## src/mips_pkg.sv

```systemverilog
`default_nettype none

package mips_pkg;

    ////////////////////////////////////////////////////////////
    // Widths and depths
    ////////////////////////////////////////////////////////////
    localparam int LEN          = 32;
    localparam int NB_REG_ADDR  = 5;
    localparam int N_REGS       = 32;
    localparam int NB_OPCODE    = 6;
    localparam int NB_FUNCT     = 6;
    localparam int NB_IMM       = 16;   // Immediate field before extension

    localparam int IMEM_DEPTH   = 256;  // Words
    localparam int DMEM_DEPTH   = 64;   // Words
    localparam int NB_IMEM_ADDR = 8;
    localparam int NB_DMEM_ADDR = 6;

    ////////////////////////////////////////////////////////////
    // Opcodes and function codes
    ////////////////////////////////////////////////////////////
    localparam logic [NB_OPCODE-1:0] OP_RTYPE = 6'h00;
    localparam logic [NB_OPCODE-1:0] OP_ADDI  = 6'h08;
    localparam logic [NB_OPCODE-1:0] OP_LW    = 6'h23;
    localparam logic [NB_OPCODE-1:0] OP_SW    = 6'h2b;
    localparam logic [NB_OPCODE-1:0] OP_BEQ   = 6'h04;

    localparam logic [NB_FUNCT-1:0] FN_ADD = 6'h20;
    localparam logic [NB_FUNCT-1:0] FN_SUB = 6'h22;
    localparam logic [NB_FUNCT-1:0] FN_AND = 6'h24;
    localparam logic [NB_FUNCT-1:0] FN_OR  = 6'h25;
    localparam logic [NB_FUNCT-1:0] FN_SLT = 6'h2a;

    ////////////////////////////////////////////////////////////
    // ALU selectors
    ////////////////////////////////////////////////////////////
    localparam int NB_ALU_OP = 2;   // Decode to execute
    localparam logic [NB_ALU_OP-1:0] ALU_OP_ADD   = 2'b00;  // Address calc and addi
    localparam logic [NB_ALU_OP-1:0] ALU_OP_SUB   = 2'b01;  // Branch compare
    localparam logic [NB_ALU_OP-1:0] ALU_OP_FUNCT = 2'b10;  // Look at funct field

    localparam int NB_ALU_CTRL = 4;
    localparam logic [NB_ALU_CTRL-1:0] ALU_AND = 4'b0000;
    localparam logic [NB_ALU_CTRL-1:0] ALU_OR  = 4'b0001;
    localparam logic [NB_ALU_CTRL-1:0] ALU_ADD = 4'b0010;
    localparam logic [NB_ALU_CTRL-1:0] ALU_SUB = 4'b0110;
    localparam logic [NB_ALU_CTRL-1:0] ALU_SLT = 4'b0111;

endpackage

`default_nettype wire

```

## src/instruction_decode.sv

```systemverilog
`timescale 1ns/1ps
`default_nettype none

module instruction_decode (
    input  wire logic                                i_clk,
    input  wire logic                                i_rst_n,
    input  wire logic                                i_flush,
    input  wire logic [mips_pkg::LEN-1:0]            i_instr,
    input  wire logic [mips_pkg::LEN-1:0]            i_pc_plus4,
    input  wire logic                                i_wb_en,
    input  wire logic [mips_pkg::NB_REG_ADDR-1:0]    i_wb_reg,
    input  wire logic [mips_pkg::LEN-1:0]            i_wb_data,
    input  wire logic [mips_pkg::NB_REG_ADDR-1:0]    i_dbg_addr,
    output logic      [mips_pkg::LEN-1:0]            o_dbg_data,
    output logic      [mips_pkg::LEN-1:0]            o_pc_plus4,
    output logic      [mips_pkg::LEN-1:0]            o_read_data1,
    output logic      [mips_pkg::LEN-1:0]            o_read_data2,
    output logic      [mips_pkg::LEN-1:0]            o_imm,
    output logic      [mips_pkg::NB_REG_ADDR-1:0]    o_rt,
    output logic      [mips_pkg::NB_REG_ADDR-1:0]    o_rd,
    output logic                                     o_reg_write,
    output logic                                     o_mem_to_reg,
    output logic                                     o_mem_read,
    output logic                                     o_mem_write,
    output logic                                     o_branch,
    output logic                                     o_reg_dst,
    output logic                                     o_alu_src,
    output logic      [mips_pkg::NB_ALU_OP-1:0]      o_alu_op
);

    logic [mips_pkg::LEN-1:0] regs [mips_pkg::N_REGS];

    logic [mips_pkg::NB_OPCODE-1:0]   opcode;
    logic [mips_pkg::NB_REG_ADDR-1:0] rs, rt, rd;
    logic [mips_pkg::LEN-1:0]         rd1, rd2, imm_ext;
    logic reg_write, mem_to_reg, mem_read, mem_write, branch, reg_dst, alu_src;
    logic [mips_pkg::NB_ALU_OP-1:0]   alu_op;

    assign opcode  = i_instr[31:26];
    assign rs      = i_instr[25:21];
    assign rt      = i_instr[20:16];
    assign rd      = i_instr[15:11];
    assign imm_ext = {{(mips_pkg::LEN-mips_pkg::NB_IMM){i_instr[15]}},
                      i_instr[mips_pkg::NB_IMM-1:0]};

    ////////////////////////////////////////////////////////////
    // Register file, written by WB with no bypass
    ////////////////////////////////////////////////////////////
    always_ff @(posedge i_clk) begin
        if (!i_rst_n) begin
            for (int i = 0; i < mips_pkg::N_REGS; i++) begin
                regs[i] <= '0;
            end
        end else if (i_wb_en && (i_wb_reg != '0)) begin
            regs[i_wb_reg] <= i_wb_data;
        end
    end

    assign rd1        = (rs == '0) ? '0 : regs[rs];
    assign rd2        = (rt == '0) ? '0 : regs[rt];
    assign o_dbg_data = (i_dbg_addr == '0) ? '0 : regs[i_dbg_addr];

    // Main control
    always_comb begin
        {reg_write, mem_to_reg, mem_read, mem_write} = '0;
        {branch, reg_dst, alu_src}                   = '0;
        alu_op                                       = mips_pkg::ALU_OP_ADD;
        case (opcode)
            mips_pkg::OP_RTYPE: begin   // Nop lands here with rd 0
                reg_write = 1'b1;
                reg_dst   = 1'b1;
                alu_op    = mips_pkg::ALU_OP_FUNCT;
            end
            mips_pkg::OP_ADDI: begin
                reg_write = 1'b1;
                alu_src   = 1'b1;
            end
            mips_pkg::OP_LW: begin
                reg_write  = 1'b1;
                mem_to_reg = 1'b1;
                mem_read   = 1'b1;
                alu_src    = 1'b1;
            end
            mips_pkg::OP_SW: begin
                mem_write = 1'b1;
                alu_src   = 1'b1;
            end
            mips_pkg::OP_BEQ: begin
                branch = 1'b1;
                alu_op = mips_pkg::ALU_OP_SUB;
            end
            default: ;                  // Unknown opcode acts as nop
        endcase
    end

    ////////////////////////////////////////////////////////////
    // ID/EX latch
    ////////////////////////////////////////////////////////////
    always_ff @(posedge i_clk) begin
        if (!i_rst_n || i_flush) begin
            {o_reg_write, o_mem_to_reg, o_mem_read, o_mem_write} <= '0;
            {o_branch, o_reg_dst, o_alu_src}                     <= '0;
            o_alu_op                                             <= mips_pkg::ALU_OP_ADD;
        end else begin
            {o_reg_write, o_mem_to_reg, o_mem_read, o_mem_write} <=
                {reg_write, mem_to_reg, mem_read, mem_write};
            {o_branch, o_reg_dst, o_alu_src} <= {branch, reg_dst, alu_src};
            o_alu_op                         <= alu_op;
        end
    end

    always_ff @(posedge i_clk) begin
        o_pc_plus4   <= i_pc_plus4;
        o_read_data1 <= rd1;
        o_read_data2 <= rd2;
        o_imm        <= imm_ext;
        o_rt         <= rt;
        o_rd         <= rd;
    end

endmodule

`default_nettype wire

```

## config.mk

```make
export PLATFORM = sky130hd
export DESIGN_NAME = instruction_decode
export DESIGN_NICKNAME = d
export VERILOG_FILES = /design/src/mips_pkg.sv /design/src/instruction_decode.sv
export SDC_FILE = /design/constraint.sdc
export NUM_CORES = 2
export LEC_CHECK = 0
export BUFFER_PORTS_ARGS = -buffer_cell sky130_fd_sc_hd__buf_2
export CAP_MARGIN = 25
export CORE_UTILIZATION = 41
export DETAILED_ROUTE_END_ITERATION = 7
export SETUP_SLACK_MARGIN = 0.05
export SLEW_MARGIN = 20
export SYNTH_ARGS = -nofsm -noshare
export SYNTH_HDL_FRONTEND = slang
export SYNTH_SLANG_ARGS = --single-unit
export TNS_END_PERCENT = 1
```

## constraint.sdc

```tcl
create_clock -name i_clk -period 7.1 [get_ports i_clk]
set_input_delay 1.775 -clock i_clk [delete_from_list [all_inputs] [get_ports i_clk]]
set_output_delay 1.775 -clock i_clk [all_outputs]
set_load 0.005 [all_outputs]
```

==> results.yml <==
cells_and_area:
  nNetsFinal: 4596
  regArea_um2: 33200
  multi_input_area_um2: 30100
  fillCellCount: 13400
  area_growth_pct: 13.9
  drive_above_1_share_pct: 32.9
  final_util_pct: 47.2
sta:
  setup_viol: 0
  relSlewSlack_pct: 19.1
  skew_ns: 0.0346
  max_freq_mhz: 158
  rsz0062_at_grt: "false"
  drv_slew: 0
  worst_pin_slew_ns: 1.18
  period_share_pct: 89.0
  finalHoldViolations: 0
  tns_ns: 0
  period_needed_ns: 6.32
clock_tree:
  h-tree-depth: 4
  clockBufferDepth: 3
  cts_setup_buffers: 0
  cts.sinks: 1148
  clk_latency_ns: 0.80
  cts_hold_buf: 0
  clk_pin_slew_ns: 0.06
  root_buffer: "clkbuf_16"
  numCtsBuffers: 136
  post_cts_resized: 0
  cts_tree: "yes"
logic_synthesis:
  synth.area.top_cells: "edfxtp_1 (47%), mux4_2 (24%), and2_1 (9.6%), mux2i_1 (4.2%), dfxtp_1 (3.8%)"
  postSynthAreaPerCell_um2: 15.0
  yosysMostFrequentCell: "edfxtp_1"
  ys.flop_type: "edfxtp_1"
  synth.distinct_cells: 44
  ys_ff_latch: 1148
  yosysTopAreaCell: "edfxtp_1"
  ys_async_sr_fraction_pct: 0
  synth_common_cells: "edfxtp_1 (1024), and2_1 (996), mux4_2 (683), clkbuf_1 (322), mux2i_1 (273)"
  synth-seq-area-share_pct: 51.2
  synth_edf_count: 1024
  syn_area_um2: 64900
  yosysTopAreaCellShare_pct: 47.4
  synthCells: 4317
  yosysWarningCount: 0
global_routing:
  grt_pass1_wl_mm: 352
  grt_pass1_vias: 43900
  globalRouteOverflowTotal: 0
  grt_max_degree: 79
  antenna_found_initial: 38
  grtUsageTotal_pct: 32.1
route:
  first_iter_violations: 7694
  drtPass1Iterations: 6
  vias: 45500
  drc: 0
  routed_via_density: 6.82
  routed_wl_mm: 259
  drt-wirelength-per-cell_um: 38.8
  postRouteAntennaNets: 0
die:
  io_pins: 289
  die_area_um2: 160000
  start_util_pct: 41.4
  chipHeight_um: 400
  num_rows: 145
  die_w_um: 400
  coreArea_um2: 157000
power:
  peakVddDrop_mv: 0.248
  cellPowerDensity_nw_per_um2: 242
  power_leakage_uw: 0.0259
setup_path:
  crit_fanout: 36
  end_kind: "output pin"
  crit_arrival_ns: 4.55
  start_kind: "input pin"
  cp_data_required_time_ns: 5.33
  crit_type: "input pin to output pin"
job:
  drv_cap: 0
placed_design:
  place_congestion: 0.936
  port_buffers: 288
  dp_hpwl_mm: 163
run_status:
  status: "finished clean"
worst_hold_path:
  hp-class: "flip-flop to flip-flop"
[final timing paths]
check / startpoint / end / slack, ns / cells past startpoint
max reg2reg: regs[10][1] / o_read_data2[1] / 4.29 / 4
max: i_dbg_addr[1] / o_dbg_data[10] / 0.78 / 8
min reg2reg: regs[30][31] / o_read_data1[31] / 0.96 / 4
min: regs[30][31] / o_read_data1[31] / 0.96 / 4
[report_power, final]
part,switching (uW),internal (uW)
logic,1530,1110
registers,294,7770
clock network,3030,4160
[flip-flops by register name, summed over array words and instances, names as in the netlist]
name and count:
regs 1024, o_pc_plus4 32, o_read_data1 32, o_read_data2 32, o_imm 12, o_rt 5, o_rd 4, o_alu_op 2
o_alu_src 1, o_mem_read 1, o_mem_write 1, o_reg_dst 1, o_reg_write 1
[critical path, cell delays in order]
cell     delay (ns)
buf_8          0.37
buf_4          0.37
mux4_2         0.54
mux4_2         0.63
o22ai_1        0.27
nor3_1         0.20
buf_4          0.20
buf_2          0.13
[layout by cell type, fill, tap and decap left out, types with 20 or more instances in the layout]
master     count
nor2_4        27
clkbuf_1      30
a21oi_1       25
o21ai_4       31
edfxtp_1    1024
buf_4        201
clkinv_1      23
a2111oi_0     36
a211oi_1      56
mux2_2        32
conb_1        32
a22o_1        93
clkinv_2      20
dfxtp_1      124
and2_1       994
clkbuf_16    139
mux2i_1      273
a22oi_1       25
nor3_1        72
buf_2        276
mux4_2       683
o221ai_1      46
o22ai_1       95
[area by class of cell]
cell class                      count  share of cell area [%]
Tap cell                         2058                    3.49
Inverter                            3                  0.0152
Sequential cell                  1148                    45.0
Clock inverter                     78                    1.14
Antenna cell                       15                  0.0508
Clock buffer                      174                    4.95
Multi-Input combinational cell   2688                    40.7
Timing Repair Buffer              509                    4.69
[cell families (layout without fill, tap and decap cells)]
kind of cell	count (synthesis)	count (layout)	synth area share (%)
other cells	1	47	0.00578
compound gates	459	459	5.30
simple gates	1209	1209	11.3
mux	988	988	28.5
buf+inv	512	764	3.63
flops	1148	1148	51.2
[through the flow]
stage / setup WS (ns) / hold WS, ns / instance area [um^2] / cells / total power, uW
finish: 0.779 / 0.959 / 73900 / 6673 / 17900
global route: 0.714 / 1.00 / 73800 / 6660 / 18300
CTS: 0.775 / 0.928 / 73800 / 6654 / 17900
detailed placement: 0.776 / 0.926 / 69300 / 6402 / 10700
global placement: 0.831 / 0.923 / 69200 / 6398 / 10700
floorplan: 1.70 / 0.721 / 65000 / 4348 / 9590
[layer usage]
layer | track usage [%] | vias up | share of wire, %
met5 | 0 | - | 0.053
met4 | 17.8 | 22 | 6.1
met3 | 10.2 | 710 | 14
met2 | 46.4 | 3803 | 43
met1 | 42.7 | 23500 | 37
li1 | - | 17500 | -
Note: power is estimated with default switching activity, not from simulation.
