==> src/mips_pkg.sv <==
`default_nettype none

package mips_pkg;

    ////////////////////////////////////////////////////////////
    // Widths and depths
    ////////////////////////////////////////////////////////////
    localparam int LEN          = 32;
    localparam int NB_REG_ADDR  = 5;
    localparam int N_REGS       = 32;
    localparam int NB_OPCODE    = 6;
    localparam int NB_FUNCT     = 6;
    localparam int NB_IMM       = 16;   // Immediate field before extension

    localparam int IMEM_DEPTH   = 256;  // Words
    localparam int DMEM_DEPTH   = 64;   // Words
    localparam int NB_IMEM_ADDR = 8;
    localparam int NB_DMEM_ADDR = 6;

    ////////////////////////////////////////////////////////////
    // Opcodes and function codes
    ////////////////////////////////////////////////////////////
    localparam logic [NB_OPCODE-1:0] OP_RTYPE = 6'h00;
    localparam logic [NB_OPCODE-1:0] OP_ADDI  = 6'h08;
    localparam logic [NB_OPCODE-1:0] OP_LW    = 6'h23;
    localparam logic [NB_OPCODE-1:0] OP_SW    = 6'h2b;
    localparam logic [NB_OPCODE-1:0] OP_BEQ   = 6'h04;

    localparam logic [NB_FUNCT-1:0] FN_ADD = 6'h20;
    localparam logic [NB_FUNCT-1:0] FN_SUB = 6'h22;
    localparam logic [NB_FUNCT-1:0] FN_AND = 6'h24;
    localparam logic [NB_FUNCT-1:0] FN_OR  = 6'h25;
    localparam logic [NB_FUNCT-1:0] FN_SLT = 6'h2a;

    ////////////////////////////////////////////////////////////
    // ALU selectors
    ////////////////////////////////////////////////////////////
    localparam int NB_ALU_OP = 2;   // Decode to execute
    localparam logic [NB_ALU_OP-1:0] ALU_OP_ADD   = 2'b00;  // Address calc and addi
    localparam logic [NB_ALU_OP-1:0] ALU_OP_SUB   = 2'b01;  // Branch compare
    localparam logic [NB_ALU_OP-1:0] ALU_OP_FUNCT = 2'b10;  // Look at funct field

    localparam int NB_ALU_CTRL = 4;
    localparam logic [NB_ALU_CTRL-1:0] ALU_AND = 4'b0000;
    localparam logic [NB_ALU_CTRL-1:0] ALU_OR  = 4'b0001;
    localparam logic [NB_ALU_CTRL-1:0] ALU_ADD = 4'b0010;
    localparam logic [NB_ALU_CTRL-1:0] ALU_SUB = 4'b0110;
    localparam logic [NB_ALU_CTRL-1:0] ALU_SLT = 4'b0111;

endpackage

`default_nettype wire

==> src/execute.sv <==
`timescale 1ns/1ps
`default_nettype none

module execute (
    input  wire logic                             i_clk,
    input  wire logic                             i_rst_n,
    input  wire logic [mips_pkg::LEN-1:0]         i_pc_plus4,
    input  wire logic [mips_pkg::LEN-1:0]         i_read_data1,
    input  wire logic [mips_pkg::LEN-1:0]         i_read_data2,
    input  wire logic [mips_pkg::LEN-1:0]         i_imm,
    input  wire logic [mips_pkg::NB_REG_ADDR-1:0] i_rt,
    input  wire logic [mips_pkg::NB_REG_ADDR-1:0] i_rd,
    input  wire logic                             i_reg_write,
    input  wire logic                             i_mem_to_reg,
    input  wire logic                             i_mem_read,
    input  wire logic                             i_mem_write,
    input  wire logic                             i_branch,
    input  wire logic                             i_reg_dst,
    input  wire logic                             i_alu_src,
    input  wire logic [mips_pkg::NB_ALU_OP-1:0]   i_alu_op,
    output logic                                  o_pc_src,
    output logic      [mips_pkg::LEN-1:0]         o_branch_target,
    output logic      [mips_pkg::LEN-1:0]         o_alu_result,
    output logic      [mips_pkg::LEN-1:0]         o_store_data,
    output logic      [mips_pkg::NB_REG_ADDR-1:0] o_dest_reg,
    output logic                                  o_reg_write,
    output logic                                  o_mem_to_reg,
    output logic                                  o_mem_write
);

    logic [mips_pkg::NB_ALU_CTRL-1:0] alu_ctrl;
    logic [mips_pkg::LEN-1:0]         op_b, alu_out;

    // ALU control from alu_op and funct (low bits of the immediate)
    always_comb begin
        case (i_alu_op)
            mips_pkg::ALU_OP_SUB:   alu_ctrl = mips_pkg::ALU_SUB;
            mips_pkg::ALU_OP_FUNCT: begin
                case (i_imm[mips_pkg::NB_FUNCT-1:0])
                    mips_pkg::FN_SUB: alu_ctrl = mips_pkg::ALU_SUB;
                    mips_pkg::FN_AND: alu_ctrl = mips_pkg::ALU_AND;
                    mips_pkg::FN_OR:  alu_ctrl = mips_pkg::ALU_OR;
                    mips_pkg::FN_SLT: alu_ctrl = mips_pkg::ALU_SLT;
                    default:          alu_ctrl = mips_pkg::ALU_ADD;  // FN_ADD and nop
                endcase
            end
            default:                alu_ctrl = mips_pkg::ALU_ADD;
        endcase
    end

    assign op_b = i_alu_src ? i_imm : i_read_data2;

    always_comb begin
        case (alu_ctrl)
            mips_pkg::ALU_AND: alu_out = i_read_data1 & op_b;
            mips_pkg::ALU_OR:  alu_out = i_read_data1 | op_b;
            mips_pkg::ALU_SUB: alu_out = i_read_data1 - op_b;
            mips_pkg::ALU_SLT: alu_out = {{(mips_pkg::LEN-1){1'b0}},
                                          $signed(i_read_data1) < $signed(op_b)};
            default:           alu_out = i_read_data1 + op_b;
        endcase
    end

    // Branch resolution, redirects fetch at the end of this cycle
    assign o_branch_target = i_pc_plus4 + {i_imm[mips_pkg::LEN-3:0], 2'b00};
    assign o_pc_src        = i_branch && (i_read_data1 == i_read_data2);

    ////////////////////////////////////////////////////////////
    // EX/MEM latch
    ////////////////////////////////////////////////////////////
    always_ff @(posedge i_clk) begin
        if (!i_rst_n || o_pc_src) begin
            {o_reg_write, o_mem_to_reg, o_mem_write} <= '0;
        end else begin
            o_reg_write  <= i_reg_write;
            o_mem_to_reg <= i_mem_to_reg && i_mem_read;  // Load data only on a real read
            o_mem_write  <= i_mem_write;
        end
    end

    always_ff @(posedge i_clk) begin
        o_alu_result <= alu_out;
        o_store_data <= i_read_data2;
        o_dest_reg   <= i_reg_dst ? i_rd : i_rt;
    end

endmodule

`default_nettype wire

==> config.mk <==
export PLATFORM = sky130hd
export DESIGN_NAME = execute
export DESIGN_NICKNAME = d
export VERILOG_FILES = /design/src/mips_pkg.sv /design/src/execute.sv
export SDC_FILE = /design/constraint.sdc
export NUM_CORES = 1
export LEC_CHECK = 0
export BUFFER_PORTS_ARGS = -buffer_cell sky130_fd_sc_hd__buf_4
export CORE_MARGIN = 2
export CORE_UTILIZATION = 48
export DETAILED_ROUTE_END_ITERATION = 10
export GPL_TIMING_DRIVEN = 1
export PLACE_DENSITY_LB_ADDON = 0.1
export SLEW_MARGIN = 20
export SYNTH_ARGS = -nofsm -noshare
export SYNTH_HDL_FRONTEND = slang
export SYNTH_SLANG_ARGS = --single-unit
==> constraint.sdc <==
create_clock -name i_clk -period 4.4 [get_ports i_clk]
set_input_delay 0.66 -clock i_clk [delete_from_list [all_inputs] [get_ports i_clk]]
set_output_delay 0.66 -clock i_clk [all_outputs]
set_load 0.1 [all_outputs]
==> impl_metrics.env, run 1 <==
export IMPL_status="completed"
export IMPL_synthXorXnorAreaFrac_pct=8.28
export IMPL_layout_common_cells="280 x buf_4, 137 x ha_1, 106 x inv_1"
export IMPL_drt_iter0_drc=946
export IMPL_timing_hold_violations_final=0
export IMPL_critPathSlowestCell="fa_1"
export IMPL_async_reset_ff_share_pct=0
export IMPL_wl_per_cell_um=18.0
export IMPL_final_nets=1602
export IMPL_ys_types=67
export IMPL_clkPwrFrac_pct=18.0
export IMPL_ios=254
export IMPL_combPwrFrac_pct=63.5
export IMPL_crit_chain="buf_4 > ha_1 > inv_1 > fa_1 > nor2b_1 > o21ai_0 > nand2b_1 > a31oi_1 > o21ai_0 > a31oi_1 > o21bai_1 > a21oi_1 > o211ai_1 > and2_1 > buf_4"
export IMPL_cts_buffers=9
export IMPL_fmax_mhz=236
export IMPL_clockRootBuffer="clkbuf_16"
export IMPL_synth_simple_area_share_pct=14.3
export IMPL_synth_nets=1349
export IMPL_swShare_pct=54.3
export IMPL_maxCapViolations=0
export IMPL_areaGrowthSynthToFinish_pct=32.1
export IMPL_syn_area_um2=8260
export IMPL_slew_viol_final=0
export IMPL_regArea_um2=1440
export IMPL_layout_commonest_cell="buf_4"
export IMPL_arrival_ns=3.58
export IMPL_grt_max_degree=66
export IMPL_n_antenna_cell=0
export IMPL_crit_path_max_fanout=4
export IMPL_syn_avg_cell_area_um2=7.79
export IMPL_vias=8790
export IMPL_crit_end="o_branch_target[20]"
export IMPL_grt_pass1_wl_mm=42.9
export IMPL_port_buffers=249
export IMPL_multi_input_area_um2=6340
export IMPL_cts_sinks=72
export IMPL_leakagePower_uw=0.00547
export IMPL_wirelength_mm=27.6
export IMPL_cts_tree="built"
export IMPL_final_period_utilization_pct=96.3
export IMPL_max_slew_margin_pct=51.9
export IMPL_yosysWarningCount=0
export IMPL_ir_worst_vdd_v=0.000314
export IMPL_endpoint_kind="primary output"
export IMPL_tightest_slew_ns=0.714
export IMPL_clk_pin_slew_ns=0.07
export IMPL_path_class="input pin to primary output"
export IMPL_finalCriticalPeriod_ns=4.24
export IMPL_synthMuxAreaShare_pct=4.80
export IMPL_grt_ovfl_total=0
export IMPL_critPathMaxStageDelay_ns=0.40
export IMPL_yosys_register_bits=72
export IMPL_cp_start_kind="input pin"
export IMPL_worstPathRequired_ns=3.74
export IMPL_fp_dieArea_um2=18300
export IMPL_clk_path_buf_depth=2
export IMPL_drtPass1Iterations=5
export IMPL_hpwlAfterDp_mm=22.0
export IMPL_critPathLaunch="i_imm[0]"
export IMPL_p_total_uw=4170
export IMPL_rsz0062_at_grt="false"
export IMPL_synthFlopType="dfxtp_1"
export IMPL_die_w_um=135
export IMPL_grt_util_all_layers_pct=29.7
export IMPL_synth_enable_flop_cells=0
export IMPL_p_sw_uw=2260
export IMPL_core_um2=16700
export IMPL_synthCells=1060
export IMPL_final_util_pct=65.3
export IMPL_ant_nets=0
export IMPL_avgViaCountPerCell=5.72
export IMPL_start_util_pct=49.4
export IMPL_fp_dieH_um=135
export IMPL_p_seq_share_pct=18.5
export IMPL_synth_seq_area_share_pct=17.5
export IMPL_drive_above_1_share_pct=25.5
export IMPL_routabilityCongestion=0.941
export IMPL_htreeDepth=3
export IMPL_synth_compound_area_share_pct=26.9
export IMPL_finalSetupViolations=0
export IMPL_synth_top_family_by_area="compound AO/OA/AOI/OAI gates"
export IMPL_min_path_type="input pin to flip-flop"
export IMPL_p_per_area_nw_per_um2=382
export IMPL_placementRows=47
export IMPL_fillers=1482
export IMPL_grt_pass1_vias=8270
export IMPL_p_int_uw=1900
export IMPL_drc=0
export IMPL_antenna_found_initial=0
export IMPL_finalSetupTns_ns=0
export IMPL_synthAdderAreaFrac_pct=21.5
## critical path: cells and delay by family
| family | cells | cell delay (ns) |
|---|---|---|
| AOI/OAI and AO/OA | 7 | 1.35 |
| adders and majority gates | 2 | 0.59 |
| buffers and inverters | 3 | 0.47 |
| and+or+nand+nor | 3 | 0.52 |
## power groups by stage
| stage | clock, µW | sequential (µW) | combinational (µW) |
|---|---|---|---|
| after floorplan | 0 | 1470 | 1270 |
| after global placement | 0 | 785 | 2610 |
| after detailed placement | 0 | 787 | 2610 |
| after CTS | 763 | 773 | 2620 |
| after global routing | 780 | 781 | 2780 |
| final | 750 | 773 | 2640 |
## cell type report
cell class / count / share of cell area [%]
clock buffers: 11 / 2.32
clock inverters: 5 / 0.356
inverters: 106 / 3.65
multi-input cells: 841 / 58.1
flip-flops and latches: 72 / 13.2
well taps: 220 / 2.52
repair buffers: 283 / 19.8
## repair_timing
item / in CTS / in global routing
hold buffers: 0 / 0
endpoints found under the setup margin: 0 / 3
gates resized for setup: 0 / 2
buffers inserted: 0 / 1
## cell usage after synthesis (9+ instances only)
master    count  area, µm²
nor4_1       11       68.8
mux2i_1      34        340
xnor2_1      34        298
inv_1       106        398
nand2b_1     16        100
o22ai_1      26        163
o21bai_1     22        165
a221oi_1     17        149
nand3_1      13       65.1
nand2_1      51        191
o21a_1        9       67.6
o31ai_1      12       90.1
a21o_1       15        113
a21oi_1     106        531
o21ai_0      49        245
nor3_1       15       75.1
nand4_1       9       56.3
xor2_1       44        385
clkbuf_1     34        128
dfxtp_1      72       1440
nor2_1       97        364
ha_1        137       1710
## worst min-delay path by stage
stage	cells after the start	endpoint	from
3_3_place_gp	1	o_store_data[28]	i_read_data2[28]
6_report	1	o_store_data[6]	i_read_data2[6]
4_1_cts	1	o_store_data[5]	i_read_data2[5]
3_5_place_dp	1	o_store_data[5]	i_read_data2[5]
2_1_floorplan	0	o_store_data[0]	i_read_data2[0]
5_1_grt	1	o_store_data[6]	i_read_data2[6]
## through the flow
stage,instances,instance area [µm²],setup slack (ns),hold WS (ns)
after detailed placement,1521,10600,0.123,0.788
after floorplan,1060,8320,0.0449,0.688
final,1538,10900,0.164,0.421
after global routing,1538,10900,0.0234,0.422
after global placement,1521,10600,0.200,0.787
after CTS,1537,10900,0.114,0.412
## kinds of logic after synthesis
group           count (synthesis)
flops                          72
simple gates                  250
mux                            39
buf+inv                       147
fa+ha+maj                     140
xor+xnor                       78
compound gates                334
## metal layers
| metal | vias to the layer above | global-route usage [%] | share of wire [%] |
|---|---|---|---|
| met5 | - | 0 | 0 |
| met4 | 0 | 10.2 | 2.6 |
| met3 | 48 | 4.60 | 8.4 |
| met2 | 433 | 48.6 | 45 |
| met1 | 4028 | 39.9 | 44 |
| li1 | 4281 | - | - |
No activity file was read; power rests on OpenSTA's default activity.
==> run 2: changes to the inputs <==
--- a/config.mk
+++ b/config.mk
@@ -7,7 +7,7 @@
 export LEC_CHECK = 0
 export BUFFER_PORTS_ARGS = -buffer_cell sky130_fd_sc_hd__buf_4
 export CORE_MARGIN = 2
-export CORE_UTILIZATION = 48
+export CORE_UTILIZATION = 40
 export DETAILED_ROUTE_END_ITERATION = 10
 export GPL_TIMING_DRIVEN = 1
 export PLACE_DENSITY_LB_ADDON = 0.1
==> run 2 against run 1 <==
Combinational power up 2%. Count of clock-buffer cells in the layout down 2. Global-route usage down 4.2 points. Critical path depth unchanged. First-iteration DRC count down 32%. Routed wire length up 1.9%. Die area up 19%. Sequential share of layout area down 0.25 points. Cell count up 4.7%. Sequential power about the same. Power up 1.1%. Critical endpoint unchanged.
==> impl_metrics.env, run 2 (synthesis gave the netlist of run 1 again) <==
export IMPL_status="completed"
export IMPL_cts_sinks=72
export IMPL_worst_slack_ns=0.218
export IMPL_crit_path_max_fanout=4
export IMPL_clk_pin_slew_ns=0.07
export IMPL_layout_commonest_cell="buf_4"
export IMPL_port_buffers=249
export IMPL_multi_input_area_um2=6330
export IMPL_clk_path_buf_depth=2
export IMPL_arrival_ns=3.52
export IMPL_ios=254
export IMPL_drc=0
export IMPL_vias=8804
export IMPL_grt_max_degree=66
export IMPL_path_class="input pin to primary output"
export IMPL_drt_iter0_drc=648
export IMPL_slew_viol_final=0
export IMPL_p_per_area_nw_per_um2=379
export IMPL_leakagePower_uw=0.00557
export IMPL_min_path_type="input pin to flip-flop"
export IMPL_max_slew_margin_pct=48.4
export IMPL_drive_above_1_share_pct=26.6
export IMPL_final_nets=1625
export IMPL_wl_per_cell_um=17.5
export IMPL_fp_dieArea_um2=21800
export IMPL_cts_tree="built"
export IMPL_endpoint_kind="primary output"
export IMPL_ir_worst_vdd_v=0.000229
export IMPL_fmax_mhz=239
export IMPL_hold_depth=1
export IMPL_finalSetupViolations=0
export IMPL_start_util_pct=40.8
export IMPL_drtPass1Iterations=5
export IMPL_tightest_slew_ns=0.772
export IMPL_hpwlAfterDp_mm=22.7
export IMPL_critPathMaxStageDelay_ns=0.39
export IMPL_areaGrowthSynthToFinish_pct=34.7
export IMPL_avgViaCountPerCell=5.46
export IMPL_ant_nets=0
export IMPL_grt_pass1_wl_mm=44.4
export IMPL_regArea_um2=1440
export IMPL_placementRows=52
export IMPL_crit_chain="buf_4 > ha_1 > inv_1 > fa_1 > nor2b_1 > o21ai_0 > nand2b_1 > a31oi_1 > o21ai_0 > a31oi_1 > o21bai_1 > a21oi_1 > o211ai_1 > and2_1 > buf_4"
export IMPL_maxCapViolations=0
export IMPL_core_um2=20200
export IMPL_routabilityCongestion=0.915
export IMPL_dp_cells=1594
export IMPL_clockRootBuffer="clkbuf_16"
export IMPL_grt_ovfl_total=0
export IMPL_final_util_pct=55.0
export IMPL_finalCriticalPeriod_ns=4.18
export IMPL_grt_pass1_vias=8483
export IMPL_timing_hold_violations_final=0
export IMPL_cp_start_kind="input pin"
export IMPL_die_w_um=148
export IMPL_antenna_found_initial=0
export IMPL_wirelength_mm=28.2
export IMPL_layout_common_cells="304 x buf_4, 137 x ha_1, 106 x inv_1"
export IMPL_stdcell_count=1611
export IMPL_final_period_utilization_pct=95.0
export IMPL_fp_dieH_um=148
export IMPL_finalSetupTns_ns=0
export IMPL_grt_util_all_layers_pct=25.5
export IMPL_worstPathRequired_ns=3.74
export IMPL_critPathSlowestCell="fa_1"
export IMPL_htreeDepth=3
export IMPL_n_antenna_cell=0
export IMPL_fillers=1936
export IMPL_cts_buffers=9
export IMPL_post_place_ws_ns=0.159
## run 2: cell count changes in the layout (fill, tap and decap cells not counted), sizes merged
cell    before  now
buf        283  306
clkbuf      11    9
clkinv       2    4
bufinv       0    1
inv        108  107
## run 2: area by class of cell
cell class / instances / share of cell area, %
Inverter: 106 / 3.58
Tap cell: 270 / 3.04
Timing Repair Buffer: 306 / 20.8
Clock inverter: 7 / 0.630
Sequential cell: 72 / 13.0
Clock buffer: 9 / 2.03
Multi-Input combinational cell: 841 / 57.0
## run 2: per-layer routing
metal  vias up  wire [µm]  GRT usage (%)
li1       4325          -              -
met1      4041      13200           36.1
met2       399      12300           40.2
met3        39       2160           4.60
met4         0        527           6.35
met5         -          0              0
## run 2: worst paths after layout
path	from	end	slack, ns
min	i_read_data2[8]	o_store_data[8]	0.43
max	i_imm[0]	o_branch_target[20]	0.22
## run 2: critical path, delay by kind of cell
family                   cells  cell delay, ns
buffers and inverters        3            0.46
AO/OA/AOI/OAI                7            1.27
adder cells (fa/ha/maj)      2            0.60
AND/OR/NAND/NOR              3            0.51
## run 2: power breakdown
group | total [µW] | leakage (µW) | switching, µW | internal (µW)
sequential | 772 | 0.000607 | 25.4 | 746
clock | 764 | 0.000146 | 325 | 439
combinational | 2680 | 0.00482 | 1910 | 766
## run 2: stage by stage
| stage | hold slack, ns | total power, µW | cell area [µm²] |
|---|---|---|---|
| floorplan | 0.688 | 2740 | 8320 |
| global placement | 0.788 | 3440 | 10800 |
| detailed placement | 0.790 | 3440 | 10800 |
| CTS | 0.421 | 4220 | 11100 |
| global route | 0.419 | 4410 | 11100 |
| finish | 0.428 | 4210 | 11100 |
## run 2: timing repair
action | 4_1_cts | 5_1_grt
resized for setup | 0 | 3
setup buffers | 0 | 1
setup endpoints to repair | 0 | 3
hold buffers | 0 | 0
==> run 3: changes to the inputs <==
==> constraint.sdc (replaced) <==
create_clock -name i_clk -period 4.4 [get_ports i_clk]
set_input_delay 0.66 -clock i_clk [delete_from_list [all_inputs] [get_ports i_clk]]
set_output_delay 0.66 -clock i_clk [all_outputs]
set_load 0.01 [all_outputs]
==> run 3 against run 2 <==
Fmax increased by 0.27%. Sequential cell count stayed put. Die area stayed put. Routed wire length decreased by 0.84%. Non-clock buffer count shrank 35. Hold slack hardly changed. Cell count down 2.2%. Critical path depth did not move. Clock power decreased by 2%. Core utilization shrank 1.7 points. Largest cell class unchanged. Largest power group unchanged.
==> impl_metrics.env, run 3 (synthesis gave the netlist of run 1 again) <==
export IMPL_timing_hold_violations_final=0
export IMPL_clockRootBuffer="clkbuf_16"
export IMPL_endpoint_kind="flip-flop"
export IMPL_arrival_ns=4.39
export IMPL_finalSetupViolations=0
export IMPL_antenna_found_initial=0
export IMPL_tightest_slew_ns=0.792
export IMPL_leakagePower_uw=0.00535
export IMPL_fillers=1953
export IMPL_grt_util_all_layers_pct=25.0
export IMPL_worstPathRequired_ns=4.62
export IMPL_fp_dieArea_um2=21800
export IMPL_vias=8634
export IMPL_wl_per_cell_um=17.7
export IMPL_min_path_type="input pin to flip-flop"
export IMPL_port_buffers=249
export IMPL_grt_max_degree=66
export IMPL_wirelength_mm=27.9
export IMPL_p_per_area_nw_per_um2=285
export IMPL_placementRows=52
export IMPL_areaGrowthSynthToFinish_pct=30.6
export IMPL_layout_common_cells="271 x buf_4, 137 x ha_1, 106 x inv_1"
export IMPL_drive_above_1_share_pct=24.2
export IMPL_finalCriticalPeriod_ns=4.17
export IMPL_max_slew_margin_pct=47.1
export IMPL_crit_path_max_fanout=12
export IMPL_finalSetupTns_ns=0
export IMPL_postCtsSetupRepairBufs=0
export IMPL_drt_iter0_drc=554
export IMPL_n_antenna_cell=0
export IMPL_stdcell_count=1576
export IMPL_avgViaCountPerCell=5.48
export IMPL_grt_pass1_vias=8321
export IMPL_slew_viol_final=0
export IMPL_htreeDepth=3
export IMPL_die_w_um=148
export IMPL_clk_path_buf_depth=2
export IMPL_grt_pass1_wl_mm=43.5
export IMPL_path_class="input pin to flip-flop"
export IMPL_layout_commonest_cell="buf_4"
export IMPL_start_util_pct=40.8
export IMPL_routabilityCongestion=0.914
export IMPL_final_util_pct=53.3
export IMPL_rsz0062_at_grt="false"
export IMPL_fp_dieH_um=148
export IMPL_grt_ovfl_total=0
export IMPL_ir_worst_vdd_v=0.000182
export IMPL_cp_start_kind="input pin"
export IMPL_cts_buffers=9
export IMPL_ant_nets=0
export IMPL_hpwlAfterDp_mm=22.6
export IMPL_fmax_mhz=240
export IMPL_dp_cells=1560
export IMPL_cts_sinks=72
export IMPL_ios=254
export IMPL_cts_tree="built"
export IMPL_drtPass1Iterations=5
export IMPL_final_nets=1590
export IMPL_final_period_utilization_pct=94.8
export IMPL_status="completed"
export IMPL_core_um2=20200
export IMPL_maxCapViolations=0
export IMPL_drc=0
export IMPL_clk_pin_slew_ns=0.07
## run 3: changes by cell type in the layout (fill, tap and decap cells not counted), moves of 2 or more
cell / delta
clkbuf_8: +2
buf_4: -33
clkinv_2: -2
xnor2_1: +7
xnor2_2: -7
## run 3: worst paths after layout
kind | from | endpoint | slack [ns] | depth (start not counted)
setup / recovery | i_alu_src | o_alu_result[0] | 0.23 | 15
hold / removal | i_read_data2[5] | o_store_data[5] | 0.43 | 1
## run 3: stage by stage
stage	hold WS (ns)	instance area, µm²	setup slack, ns	total power [µW]
CTS	0.418	10800	0.173	3080
global placement	0.789	10500	0.0146	2320
floorplan	0.688	8260	0.0508	1680
global route	0.426	10800	0.00890	3260
finish	0.428	10800	0.230	3070
detailed placement	0.790	10500	-0.0478	2320
## run 3: timing repair
action                                  4_1_cts  5_1_grt
endpoints found under the hold margin         0        0
gates resized for setup                       0        2
endpoints found under the setup margin        0        5
hold buffers                                  0        0
## run 3: power by group
| part | internal, µW | leakage (µW) | switching [µW] |
|---|---|---|---|
| clock network | 416 | 0.000139 | 333 |
| logic | 703 | 0.00460 | 846 |
| registers | 747 | 0.000607 | 28.8 |
| total | 1870 | 0.00535 | 1210 |
## run 3: critical path, stage by stage
cell       delay [ns]
buf_4            0.25
buf_4            0.23
mux2i_1          0.30
ha_1             0.31
buf_4            0.17
nor2_1           0.31
and2_1           0.18
a21boi_0         0.11
a21oi_1          0.38
o211ai_1         0.23
o211a_1          0.24
o21bai_1         0.27
a21oi_1          0.14
a2111oi_0        0.47
o41ai_1          0.13
## run 3: cell type report
cell class | count | area [µm²] | share of cell area [%]
multi-input combinational | 841 | 6280 | 58.2
timing repair buffer | 271 | 2030 | 18.9
sequential | 72 | 1440 | 13.4
inverter | 106 | 398 | 3.69
tap | 270 | 338 | 3.13
clock buffer | 11 | 253 | 2.34
clock inverter | 5 | 37.5 | 0.348
## run 3: per-layer routing
layer  vias up  global-route usage, %  wire length [µm]
met5         -                      0                 0
met4         0                   5.14               356
met3        25                   5.77              2580
met2       376                   40.4             12300
met1      3964                   34.2             12700
li1       4269                      -                 -
